[src/rtl/adc_clock_pkg.sv]
package adc_clock_pkg;

   // free-running clk_usb timer
   localparam int TIMER_W = 14;

   // a rising edge on this bit closes a measurement window (1024 cycles)
   localparam int WINDOW_BIT = 9;

   localparam int HEARTBEAT_BIT  = 12;  // slow blink
   localparam int FLASH_GATE_BIT = 13;  // flash pattern only updates while set
   localparam int FLASH_BIT      = 11;  // inverted into the flash pattern

   // edge counts and the change limit
   localparam int FREQ_W = 32;

   // gain accumulator width, carry not included
   localparam int PWM_W = 8;

   // LED source selector
   localparam int LED_MODE_W = 2;

   localparam logic [LED_MODE_W-1:0] LED_MODE_STATUS = 2'd0;  // heartbeat, ext clock present
   localparam logic [LED_MODE_W-1:0] LED_MODE_FLASH  = 2'd1;  // flash on both
   localparam logic [LED_MODE_W-1:0] LED_MODE_GAIN   = 2'd2;  // gain pwm, off
   localparam logic [LED_MODE_W-1:0] LED_MODE_TIMING = 2'd3;  // heartbeat, window tick

endpackage

[src/rtl/adc_reg_pkg.sv]
package adc_reg_pkg;

   localparam int REG_ADDR_W = 8;
   localparam int BYTECNT_W  = 7;

   // register map
   localparam logic [REG_ADDR_W-1:0] ADDR_STATUS       = 8'h00;  // read only
   localparam logic [REG_ADDR_W-1:0] ADDR_GAIN         = 8'h01;
   localparam logic [REG_ADDR_W-1:0] ADDR_LED_CTRL     = 8'h02;
   localparam logic [REG_ADDR_W-1:0] ADDR_EXTCLK_LIMIT = 8'h03;  // 4 bytes, lsb first
   localparam logic [REG_ADDR_W-1:0] ADDR_EXTCLK_FREQ  = 8'h04;  // read only, 4 bytes

   // number of bytes behind the multi-byte addresses
   localparam int WORD_BYTES = 4;

   // reset values
   localparam logic [7:0]  GAIN_RESET     = 8'h00;
   localparam logic [7:0]  LED_CTRL_RESET = 8'h00;
   localparam logic [31:0] LIMIT_RESET    = 32'd4;

   // LED control byte, either the raw byte seen by the bus or the decoded fields
   typedef struct packed {
      logic [4:0] spare;            // unused, reads back as written
      logic       monitor_disable;  // also clears the change alarm
      logic [1:0] led_select;
   } led_ctrl_fields_t;

   typedef union packed {
      logic [7:0]       raw;
      led_ctrl_fields_t fields;
   } led_ctrl_u;

endpackage

[src/rtl/adc_reg_file.sv]
`timescale 1ns/10ps

module adc_reg_file
   import adc_clock_pkg::*;
   import adc_reg_pkg::*;
(
   input  logic                  clk_usb,
   input  logic                  reset,

   // register bus
   input  logic [REG_ADDR_W-1:0] reg_address_i,
   input  logic [BYTECNT_W-1:0]  reg_bytecnt_i,
   input  logic [7:0]            reg_datai_i,
   output logic [7:0]            reg_datao_o,
   input  logic                  reg_read_i,
   input  logic                  reg_write_i,

   // status from the clock monitor
   input  logic                  extclk_change_i,
   input  logic                  ext_present_i,
   input  logic [FREQ_W-1:0]     extclk_freq_i,

   // control outputs
   output logic [7:0]            gain_o,
   output logic [LED_MODE_W-1:0] led_select_o,
   output logic                  monitor_disable_o,
   output logic [FREQ_W-1:0]     extclk_limit_o
);

   logic [7:0]        gain_q;
   led_ctrl_u         led_ctrl_q;
   logic [FREQ_W-1:0] limit_q;

   logic [1:0] byte_sel;
   logic       byte_ok;     // bytecnt inside a 4-byte register
   logic [7:0] status_byte;

   assign byte_sel = reg_bytecnt_i[1:0];
   assign byte_ok  = reg_bytecnt_i < BYTECNT_W'(WORD_BYTES);

   assign status_byte = {5'b0, led_ctrl_q.fields.monitor_disable, ext_present_i,
                         extclk_change_i};

   // write side
   always_ff @(posedge clk_usb) begin
      if (reset) begin
         gain_q         <= GAIN_RESET;
         led_ctrl_q.raw <= LED_CTRL_RESET;
         limit_q        <= LIMIT_RESET;
      end else if (reg_write_i) begin
         case (reg_address_i)
            ADDR_GAIN:     gain_q         <= reg_datai_i;
            ADDR_LED_CTRL: led_ctrl_q.raw <= reg_datai_i;
            ADDR_EXTCLK_LIMIT: begin
               if (byte_ok)
                  limit_q[8*byte_sel +: 8] <= reg_datai_i;
            end
            default: ;  // status and freq are read only
         endcase
      end
   end

   // read side, combinational and zero when idle
   always_comb begin
      reg_datao_o = 8'h00;
      if (reg_read_i) begin
         case (reg_address_i)
            ADDR_STATUS:   reg_datao_o = status_byte;
            ADDR_GAIN:     reg_datao_o = gain_q;
            ADDR_LED_CTRL: reg_datao_o = led_ctrl_q.raw;
            ADDR_EXTCLK_LIMIT: begin
               if (byte_ok)
                  reg_datao_o = limit_q[8*byte_sel +: 8];
            end
            ADDR_EXTCLK_FREQ: begin
               if (byte_ok)
                  reg_datao_o = extclk_freq_i[8*byte_sel +: 8];
            end
            default: reg_datao_o = 8'h00;
         endcase
      end
   end

   assign gain_o            = gain_q;
   assign led_select_o      = led_ctrl_q.fields.led_select;
   assign monitor_disable_o = led_ctrl_q.fields.monitor_disable;
   assign extclk_limit_o    = limit_q;

   // the bus master never reads and writes in the same cycle
   a_no_read_write: assert property (
      @(posedge clk_usb) disable iff (reset)
      !(reg_read_i && reg_write_i)
   ) else $error("register read and write strobes high together");

endmodule

[src/rtl/panel_drive.sv]
`timescale 1ns/10ps

module panel_drive
   import adc_clock_pkg::*;
(
   input  logic                  clk_usb,
   input  logic                  reset,
   input  logic [PWM_W-1:0]      gain_i,
   input  logic [LED_MODE_W-1:0] led_select_i,
   input  logic                  extclk_change_i,
   input  logic                  ext_present_i,
   output logic                  window_tick_o,
   output logic                  amp_gain_o,
   output logic                  flash_pattern_o,
   output logic                  led_armed_o,
   output logic                  led_capture_o
);

   logic [TIMER_W-1:0] timer_q;
   logic               window_bit_q;  // last value of the window bit
   logic [PWM_W:0]     pwm_acc_q;     // top bit is the carry
   logic               heartbeat;

   assign heartbeat = timer_q[HEARTBEAT_BIT];

   // timebase and window tick
   always_ff @(posedge clk_usb) begin
      if (reset) begin
         timer_q       <= '0;
         window_bit_q  <= 1'b0;
         window_tick_o <= 1'b0;
      end else begin
         timer_q       <= timer_q + 1'b1;
         window_bit_q  <= timer_q[WINDOW_BIT];
         window_tick_o <= timer_q[WINDOW_BIT] & ~window_bit_q;  // rising edge only
      end
   end

   // flash pattern only moves in the gated half of the timer period
   always_ff @(posedge clk_usb) begin
      if (reset)
         flash_pattern_o <= 1'b0;
      else if (timer_q[FLASH_GATE_BIT])
         flash_pattern_o <= ~timer_q[FLASH_BIT];
   end

   // gain pwm, carry is high gain times per 256 cycles
   always_ff @(posedge clk_usb) begin
      if (reset)
         pwm_acc_q <= '0;
      else
         pwm_acc_q <= {1'b0, pwm_acc_q[PWM_W-1:0]} + {1'b0, gain_i};
   end

   assign amp_gain_o = pwm_acc_q[PWM_W];

   // LED sources, the alarm overrides the selector
   always_ff @(posedge clk_usb) begin
      if (reset) begin
         led_armed_o   <= 1'b0;
         led_capture_o <= 1'b0;
      end else if (extclk_change_i) begin
         led_armed_o   <= flash_pattern_o;
         led_capture_o <= flash_pattern_o;
      end else begin
         case (led_select_i)
            LED_MODE_STATUS: begin
               led_armed_o   <= heartbeat;
               led_capture_o <= ext_present_i;
            end
            LED_MODE_FLASH: begin
               led_armed_o   <= flash_pattern_o;
               led_capture_o <= flash_pattern_o;
            end
            LED_MODE_GAIN: begin
               led_armed_o   <= amp_gain_o;
               led_capture_o <= 1'b0;
            end
            LED_MODE_TIMING: begin
               led_armed_o   <= heartbeat;
               led_capture_o <= window_tick_o;
            end
            default: ;
         endcase
      end
   end

   // the monitor relies on one tick per window
   a_tick_single: assert property (
      @(posedge clk_usb) disable iff (reset)
      window_tick_o |=> !window_tick_o
   ) else $error("window tick high for two cycles");

endmodule

[src/rtl/extclk_monitor.sv]
`timescale 1ns/10ps

module extclk_monitor
   import adc_clock_pkg::*;
(
   input  logic              clk_usb,
   input  logic              reset,
   input  logic              ext_clk_i,      // asynchronous
   input  logic              window_tick_i,
   input  logic              monitor_disable_i,
   input  logic [FREQ_W-1:0] extclk_limit_i,
   output logic [FREQ_W-1:0] extclk_freq_o,
   output logic              ext_present_o,
   output logic              extclk_change_o
);

   logic              ext_meta_q;
   logic              ext_sync_q;
   logic              ext_sync_d_q;   // for the edge detect
   logic              ext_rise;
   logic [FREQ_W-1:0] count_q;
   logic [FREQ_W-1:0] freq_diff;
   logic              over_limit;

   // two-flop synchroniser
   always_ff @(posedge clk_usb) begin
      if (reset) begin
         ext_meta_q   <= 1'b0;
         ext_sync_q   <= 1'b0;
         ext_sync_d_q <= 1'b0;
      end else begin
         ext_meta_q   <= ext_clk_i;
         ext_sync_q   <= ext_meta_q;
         ext_sync_d_q <= ext_sync_q;
      end
   end

   assign ext_rise = ext_sync_q & ~ext_sync_d_q;

   // absolute difference between last window and the one just closing
   assign freq_diff  = (extclk_freq_o > count_q) ? extclk_freq_o - count_q
                                                 : count_q - extclk_freq_o;
   assign over_limit = freq_diff > extclk_limit_i;

   always_ff @(posedge clk_usb) begin
      if (reset) begin
         count_q       <= '0;
         extclk_freq_o <= '0;
      end else if (window_tick_i) begin
         extclk_freq_o <= count_q;
         count_q       <= ext_rise ? FREQ_W'(1) : '0;  // edge on the tick opens the next window
      end else if (ext_rise) begin
         count_q <= count_q + 1'b1;
      end
   end

   // sticky alarm, cleared and held off by monitor_disable
   always_ff @(posedge clk_usb) begin
      if (reset)
         extclk_change_o <= 1'b0;
      else if (monitor_disable_i)
         extclk_change_o <= 1'b0;
      else if (window_tick_i && extclk_freq_o != '0 && over_limit)
         extclk_change_o <= 1'b1;
   end

   assign ext_present_o = extclk_freq_o != '0;

   // only software or reset may clear the alarm
   a_change_sticky: assert property (
      @(posedge clk_usb)
      $fell(extclk_change_o) |-> $past(monitor_disable_i || reset)
   ) else $error("clock change alarm cleared without monitor_disable");

endmodule

[src/rtl/openadc_interface.sv]
`timescale 1ns/10ps

module openadc_interface
   import adc_clock_pkg::*;
   import adc_reg_pkg::*;
(
   input  logic                  clk_usb,
   input  logic                  reset,
   input  logic                  ext_clk_i,
   input  logic [REG_ADDR_W-1:0] reg_address_i,
   input  logic [BYTECNT_W-1:0]  reg_bytecnt_i,
   input  logic [7:0]            reg_datai_i,
   input  logic                  reg_read_i,
   input  logic                  reg_write_i,
   output logic [7:0]            reg_datao_o,
   output logic                  amp_gain_o,
   output logic                  led_armed_o,
   output logic                  led_capture_o,
   output logic                  flash_pattern_o,
   output logic                  extclk_change_o
);

   logic [PWM_W-1:0]      gain;
   logic [LED_MODE_W-1:0] led_select;
   logic                  monitor_disable;
   logic [FREQ_W-1:0]     extclk_limit;
   logic [FREQ_W-1:0]     extclk_freq;
   logic                  ext_present;
   logic                  window_tick;

   adc_reg_file u_reg_file (
      .clk_usb           (clk_usb),
      .reset             (reset),
      .reg_address_i     (reg_address_i),
      .reg_bytecnt_i     (reg_bytecnt_i),
      .reg_datai_i       (reg_datai_i),
      .reg_datao_o       (reg_datao_o),
      .reg_read_i        (reg_read_i),
      .reg_write_i       (reg_write_i),
      .extclk_change_i   (extclk_change_o),
      .ext_present_i     (ext_present),
      .extclk_freq_i     (extclk_freq),
      .gain_o            (gain),
      .led_select_o      (led_select),
      .monitor_disable_o (monitor_disable),
      .extclk_limit_o    (extclk_limit)
   );

   panel_drive u_panel (
      .clk_usb         (clk_usb),
      .reset           (reset),
      .gain_i          (gain),
      .led_select_i    (led_select),
      .extclk_change_i (extclk_change_o),
      .ext_present_i   (ext_present),
      .window_tick_o   (window_tick),
      .amp_gain_o      (amp_gain_o),
      .flash_pattern_o (flash_pattern_o),
      .led_armed_o     (led_armed_o),
      .led_capture_o   (led_capture_o)
   );

   extclk_monitor u_extclk (
      .clk_usb           (clk_usb),
      .reset             (reset),
      .ext_clk_i         (ext_clk_i),
      .window_tick_i     (window_tick),
      .monitor_disable_i (monitor_disable),
      .extclk_limit_i    (extclk_limit),
      .extclk_freq_o     (extclk_freq),
      .ext_present_o     (ext_present),
      .extclk_change_o   (extclk_change_o)
   );

endmodule

[config.mk]
export PLATFORM = sky130hd
export DESIGN_NAME = openadc_interface
export DESIGN_NICKNAME = d
export VERILOG_FILES = /design/src/rtl/adc_clock_pkg.sv /design/src/rtl/adc_reg_pkg.sv /design/src/rtl/adc_reg_file.sv /design/src/rtl/panel_drive.sv /design/src/rtl/extclk_monitor.sv /design/src/rtl/openadc_interface.sv
export SDC_FILE = /design/constraint.sdc
export NUM_CORES = 1
export LEC_CHECK = 0
export BUFFER_PORTS_ARGS = -buffer_cell sky130_fd_sc_hd__buf_2
export CAP_MARGIN = 0
export CORE_MARGIN = 1
export CORE_UTILIZATION = 61
export DETAILED_ROUTE_END_ITERATION = 10
export PLACE_DENSITY = 0.79
export SETUP_SLACK_MARGIN = 0.1
export SYNTH_ARGS = -nofsm -noshare
export SYNTH_HDL_FRONTEND = slang
export SYNTH_SLANG_ARGS = --single-unit
[constraint.sdc]
create_clock -name clk_usb -period 4.78 [get_ports clk_usb]
set_input_delay 0.717 -clock clk_usb [delete_from_list [all_inputs] [get_ports clk_usb]]
set_output_delay 0.717 -clock clk_usb [all_outputs]
set_load 0.01 [all_outputs]
== Word-level counts from Yosys, hierarchy flattened ==
Index checks and enable logic that the tools add are counted.

* Flip-flop bits (word level): 144
* Bits of input ports: 28
* Output and inout port bits: 13
* Word-level logic and storage cells: 65

* Add/subtract/negate cells: 6
* Order comparisons: 3
* Equal/unequal tests: 7
* Shifts and indexed selects: 4
* Muxes and demuxes: 13
* Bitwise operators: 5
* Reductions and logical operators: 11

{| class="wikitable"
|+ Operator list
! operator !! number
|-
| $mux 32 || 3
|-
| $gt 32x32->1 || 2
|-
| $shiftx 32x6->8 || 2
|-
| $sub 32x32->32 || 2
|-
| $pmux 8 s5 || 1
|-
| $neg 5->34 || 1
|-
| $shift 8x34->32 const A || 1
|-
| $shiftx 8x34->32 || 1
|-
| $add 32x1->32 const B || 1
|-
| $bwmux 32 || 1
|-
| $reduce_bool 32->1 || 1
|-
| $mux 8 || 3
|-
| $eq 8x2->1 const B || 2
|-
| $add 14x1->14 const B || 1
|-
| $add 8x8->9 || 1
|-
| $eq 8x1->1 const B || 1
|-
| $eq 8x3->1 const B || 1
|-
| $logic_not 8->1 || 1
|-
| $lt 7x3->1 const B || 1
|-
| $eq 2x2->1 const B || 2
|-
| $pmux 1 s4 || 1
|-
| $reduce_and 2->1 || 2
|-
| $reduce_or 2->1 || 2
|-
| $mux 1 || 3
|-
| 8 further kinds || 12
|}

== Longest topological paths before layout ==
* Depth after elaboration: 4
* Gate-level depth with buffers: 23
* Mapped depth without buffers: 21

== Modules after synthesis ==
Synthesis repeated with hierarchy kept, for this count alone.

* Cell total of the unflattened synthesis: 1,407
* Area, all modules: 11,141.9 um2

{| class="wikitable"
|+ By module, submodules not included
! module !! instances !! cells each !! area an instance (um2) !! seq. area each (um2)
|-
| extclk_monitor || 1 || 925 || 7,034.2 || 1,361.3
|-
| adc_reg_file || 1 || 326 || 2,700.1 || 960.9
|-
| panel_drive || 1 || 156 || 1,407.6 || 560.5
|}

== Worst setup path before layout ==
Ideal clock, no wire load.

* Path kind: register to register
* Start: reg u_extclk.count_q[0]
* End: reg u_extclk.extclk_change_o
* Library setup time: 0.132 ns
* Data arrival time: 3.804 ns
* Data required time: 4.648 ns
* Setup slack: 0.845 ns
* Cell stages (with the launch flop): 21
* Buffers on the path: 1
* Period minus slack after synthesis: 3.935 ns
* Cell sequence: dfxtp_1 > ha_1 > inv_1 > fa_1 > a21o_1 > a221o_1 > o211ai_2 > a41oi_1 > o21ai_1 > buf_2 > mux2i_1 > xor2_1 > ha_1 > a21o_1 > a21o_1 > a21oi_1 > o21ai_0 > nand2_1 > o211ai_1 > a221oi_1 > nor4_1

* Cells in the longest elaborated chain, start to end: 4
* Elaborated cells on any way between the ends: 6
* Those cells by class: add/sub (2); order compare (2); mux (1); reduce/logical (1)

{| class="wikitable"
|+ Ends and longest elaborated chain
! item !! RTL line !! text
|-
| start: declaration || extclk_monitor.sv:21 || <nowiki>logic [FREQ_W-1:0] count_q;</nowiki>
|-
| start signal: assignment || extclk_monitor.sv:51 || <nowiki>count_q <= ext_rise ? FREQ_W'(1) : '0;</nowiki>
|-
| start signal: assignment || extclk_monitor.sv:53 || <nowiki>count_q <= count_q + 1'b1;</nowiki>
|-
| $sub 32x32->32, or another cell as far along || extclk_monitor.sv:42 || <nowiki>: count_q - extclk_freq_o;</nowiki>
|-
| $mux 32 (*) || extclk_monitor.sv:41 || <nowiki>assign freq_diff = (extclk_freq_o > count_q) ? extclk_freq_o - count_q</nowiki>
|-
| $gt 32x32->1 (*) || extclk_monitor.sv:43 || <nowiki>assign over_limit = freq_diff > extclk_limit_i;</nowiki>
|-
| $logic_and 1x1->1 (*) || extclk_monitor.sv:63 || <nowiki>else if (window_tick_i && extclk_freq_o != '0 && over_limit)</nowiki>
|-
| end signal: assignment || extclk_monitor.sv:60 || <nowiki>extclk_change_o <= 1'b0;</nowiki>
|-
| end signal: assignment || extclk_monitor.sv:62 || <nowiki>extclk_change_o <= 1'b0;</nowiki>
|-
| end signal: assignment || extclk_monitor.sv:64 || <nowiki>extclk_change_o <= 1'b1;</nowiki>
|-
| end: declaration || extclk_monitor.sv:14 || <nowiki>output logic extclk_change_o</nowiki>
|}

Every way passes the cells marked *; elsewhere a longest branch is shown, timed or not.
A chain may end at the register's enable or synchronous reset.

== Final worst setup path ==
* Start: reg u_extclk.extclk_freq_o[0]
* End: reg u_extclk.extclk_change_o

* Cells in the longest elaborated chain, start to end: 4
* Elaborated cells on any way between the ends: 8
* Those cells by class: add/sub (2); order compare (2); mux (1); reduce/logical (3)

{| class="wikitable"
|+ Ends and longest elaborated chain
! item !! RTL line !! text
|-
| start: declaration || extclk_monitor.sv:12 || <nowiki>output logic [FREQ_W-1:0] extclk_freq_o,</nowiki>
|-
| start signal: assignment || extclk_monitor.sv:50 || <nowiki>extclk_freq_o <= count_q;</nowiki>
|-
| $sub 32x32->32, or another cell as far along || extclk_monitor.sv:42 ||
|-
| $mux 32 || extclk_monitor.sv:41 ||
|-
| $gt 32x32->1 || extclk_monitor.sv:43 ||
|-
| $logic_and 1x1->1 (*) || extclk_monitor.sv:63 ||
|}

Marked as above.

==> impl_metrics.py <==
metrics = {
    "yosys": {
        "synth_edf_count": 0,
        "synth.net_count": 1524,
        "syn_avg_cell_area_um2": 7.78,
        "ys_ff_latch": 144,
        "synthArstFlopShare_pct": 0,
        "ys.flop_type": "dfxtp_1",
        "yosysUniqueCellTypes": 63,
        "ys_seq_area_share_pct": 26.9,
        "ys_warn_count": 0,
        "synthesis.area_mm2": 0.0107,
        "synthCells": 1378,
    },
    "grt": {
        "grt_pass1_vias": 9651,
        "track_usage_pct": 34.4,
        "grt.overflow.total": 0,
        "grt_pass1_wl_mm": 48.6,
        "grt_max_degree": 65,
        "antenna_found_initial": 0,
    },
    "timing": {
        "finalCritPeriodShare_pct": 93.8,
        "timing.final.ws_setup_ps": 294,
        "hold_viol": 0,
        "worst_slew_pin_slew_ps": 959,
        "slew_headroom_pct": 36.0,
        "fin_skew_ps": 10.4,
        "max_freq_mhz": 223,
        "rsz0062_at_grt": "no",
        "finalSetupViolations": 0,
        "period_minus_slack_ps": 4490,
        "drv_slew": 0,
        "setup_tns_ps": 0,
    },
    "floorplanning": {
        "initial_core_util_pct": 62.2,
        "rows": 48,
        "coreArea_mm2": 0.0172,
        "die_w_um": 135,
        "die_area_mm2": 0.0181,
        "die_h_um": 135,
        "ios": 41,
    },
    "routing": {
        "wl_per_cell_um": 18.5,
        "routed.top_layer": "met4",
        "ant_nets": 0,
        "dr.pass1.iters": 7,
        "wl_met2_mm": 14.6,
        "wl_met3_mm": 2.11,
        "drt_iter0_drc": 1074,
        "drt-vias-per-instance": 6.14,
        "drc": 0,
        "via_count": 10100,
        "routed_wl_mm": 30.4,
        "wirelength_met1_mm": 12.5,
    },
    "flow_run": {
        "cap_violations": 0,
    },
    "clock_tree": {
        "cts_tree": "yes",
        "cts_buffer_depth": 2,
        "cts_max_level": 4,
        "cts_buffers": 17,
        "cts.sinks": 144,
        "cts-root-buf": "clkbuf_16",
        "clk_pin_slew_ps": 70,
        "clock_latency_ps": 440,
    },
    "worst_setup_path": {
        "path_class": "reg2reg",
        "cp_slowest_cell": "fa_1",
        "worst-path-max-fanout": 7,
        "cp-end-kind": "register",
        "max_stage_delay_ps": 400,
        "worstPathArrival_ps": 4780,
        "startpoint_type": "register",
        "cpMostUsedCell": "a21o_1",
        "path_cells": "inv_1 > ha_1 > inv_1 > fa_1 > a21o_1 > a221o_1 > o211ai_2 > a41oi_2 > o21ai_2 > buf_6 > mux2i_2 > xor2_1 > ha_1 > a21o_1 > a21o_1 > a21oi_1 > o21ai_0 > nand2_1 > o211ai_1 > a221oi_1 > nor4_1",
        "cp.required_ps": 5070,
    },
    "cells_and_area": {
        "final_cells": 1644,
        "nFillCells": 1406,
        "final_cell_area_mm2": 0.0119,
        "antenna_cells": 0,
        "drive_above_1_share_pct": 10.9,
        "nets": 1552,
        "area_growth_pct": 10.6,
    },
    "place": {
        "port_buffers": 40,
        "place_congestion": 1.01,
        "dpl-instance-area_mm2": 0.0111,
        "hpwlAfterDp_mm": 23.3,
        "dp_slack_ps": 283,
        "placed_cells": 1605,
    },
    "power": {
        "p_leak_nw": 4.78,
        "max-vdd-ir-drop_mv": 0.247,
        "power_frac_seq_pct": 43.5,
        "p_comb_share_pct": 7.1,
        "switching_share_pct": 25.8,
        "clockPowerShare_pct": 49.4,
        "powerDensity_mw_per_mm2": 234,
        "p_sw_mw": 0.715,
        "power.total_mw": 2.78,
        "p_int_mw": 2.06,
    },
    "run_status": {
        "outcome": "finished, final reports clean",
    },
    "min_path": {
        "hold_class": "reg2reg",
    },
}
==> per-stage QoR <==
step,hold WS [ps],utilization (%)
2_1_floorplan,367,-
3_3_place_gp,369,64.6
3_5_place_dp,378,64.6
4_1_cts,384,68.0
5_1_grt,423,68.8
6_report,380,68.8
==> final timing paths <==
check                       startpoint  cells after the start                        to  slack (ps)
min               u_panel.window_bit_q                      1     u_panel.window_tick_o         380
max          u_extclk.extclk_freq_o[0]                     21  u_extclk.extclk_change_o         290
min reg2reg       u_panel.window_bit_q                      1     u_panel.window_tick_o         380
max reg2reg  u_extclk.extclk_freq_o[0]                     21  u_extclk.extclk_change_o         290
==> cell type report <==
cell class / instances / area, µm² / area share (%)
clock buffer: 19 / 433 / 3.65
tap: 225 / 282 / 2.37
sequential: 144 / 2890 / 24.3
clock inverter: 13 / 153 / 1.29
multi-input combinational: 1025 / 7100 / 59.8
inverter: 141 / 529 / 4.46
timing repair buffer: 77 / 484 / 4.08
==> routing by layer <==
metal	track usage [%]	vias up
met1	41.9	4782
met3	6.19	83
met4	15.2	0
met5	0	-
li1	-	4830
met2	59.1	392
==> cell usage after synthesis, types with 3 or more instances <==
cell        n  area, µm²
o21bai_1   11       82.6
nor3b_1     6       45.0
and3_1      9       56.3
a21oi_1   132        661
a211oi_1   13       97.6
a31oi_1     7       43.8
or2_2       4       25.0
clkbuf_1   39        146
o22ai_1     9       56.3
o31ai_1     4       30.0
o221ai_1    3       26.3
and2_1      8       50.1
a31o_2      3       26.3
nor2b_1    26        163
mux2i_1    37        370
or3_1       8       50.1
a41oi_1     3       26.3
nand4_1    29        181
nand3b_1    3       22.5
nand3_1    73        365
fa_1        3       60.1
o21ai_1     3       15.0
ha_1      115       1440
a222oi_1    5       50.1
nor3_1     16       80.1
xor2_1     20        175
dfxtp_1   144       2880
o21a_1      6       45.0
a21o_1     29        218
nor2_1    137        514
nor4_1     15       93.8
nand2b_1   11       68.8
inv_1     141        529
xnor2_1    54        473
buf_2      24        120
nand2_1   120        450
a221oi_1    5       43.8
mux4_2     16        360
o21ai_0    47        235
o211ai_1   10       75.1
==> logic make-up after synthesis <==
logic type,synth area share (%)
fa+ha+maj,14.0
compound gates,17.8
simple gates,20.6
mux,6.94
xor+xnor,6.04
flops,26.9
buf+inv,7.77
==> power groups by stage <==
stage / clock [mW] / combinational [mW] / sequential [mW]
finish: 1.37 / 0.197 / 1.21
global route: 1.43 / 0.214 / 1.21
CTS: 1.38 / 0.185 / 1.21
detailed placement: 0 / 0.183 / 1.23
global placement: 0 / 0.181 / 1.23
floorplan: 0 / 0.130 / 1.23
==> registers in the layout (all words and copies together) (netlist names) <==
name,count
u_extclk.count_q,32
u_extclk.extclk_freq_o,32
u_reg_file.extclk_limit_o,32
u_panel.timer_q,14
u_panel.pwm_acc_q,9
u_reg_file.gain_o,8
u_reg_file.led_ctrl_q,8
u_extclk.ext_meta_q,1
u_extclk.ext_sync_d_q,1
u_extclk.ext_sync_q,1
u_extclk.extclk_change_o,1
u_panel.flash_pattern_o,1
u_panel.led_armed_o,1
u_panel.led_capture_o,1
u_panel.window_bit_q,1
u_panel.window_tick_o,1
==> layout by cell type (no fill, tap or decap), drive strengths merged, types with 3 or more instances in the layout <==
cell      Yosys  final
inv         141    147
xnor2        54     54
and2          8      8
mux2i        38     38
xor2         20     20
a222oi        5      5
nand2       120    120
nor3         16     16
a31o          3      3
o211ai       11     11
a21o         29     29
o31ai         4      4
nand3b        3      3
nand2b       11     11
nor2b        26     26
a221oi        5      5
a31oi         7      7
clkinvlp      0      5
o221ai        3      3
or2           4      4
a41oi         3      3
or3           8      8
nand4        29     29
and3         10     10
clkbuf       39     19
nor4         15     15
o21a          6      6
nor2        137    137
a21oi       132    132
nor3b         7      7
fa            3      3
o21ai        51     51
o22ai         9      9
ha          115    115
a211oi       13     13
nand3        73     73
o21bai       11     11
dfxtp       144    144
buf          29     77
mux4         16     16
==> worst max-delay path: cells and delay by family, from the launching register on <==
kind                       cells  cell delay, ps
AOI/OAI and AO/OA             11            2200
xor gates and xnor gates       1             200
adders and majority gates      3             860
buffers and inverters          3             310
DFF                            1             360
muxes                          1             220
and+or+nand+nor                2             180
==> repair_timing <==
item | in CTS | in global routing
hold buffers | 0 | 0
endpoints found under the setup margin | 0 | 1
buffers inserted | 0 | 7
endpoints found under the hold margin | 0 | 0
gates resized for setup | 0 | 20
Note: power is estimated with default switching activity, not from simulation.
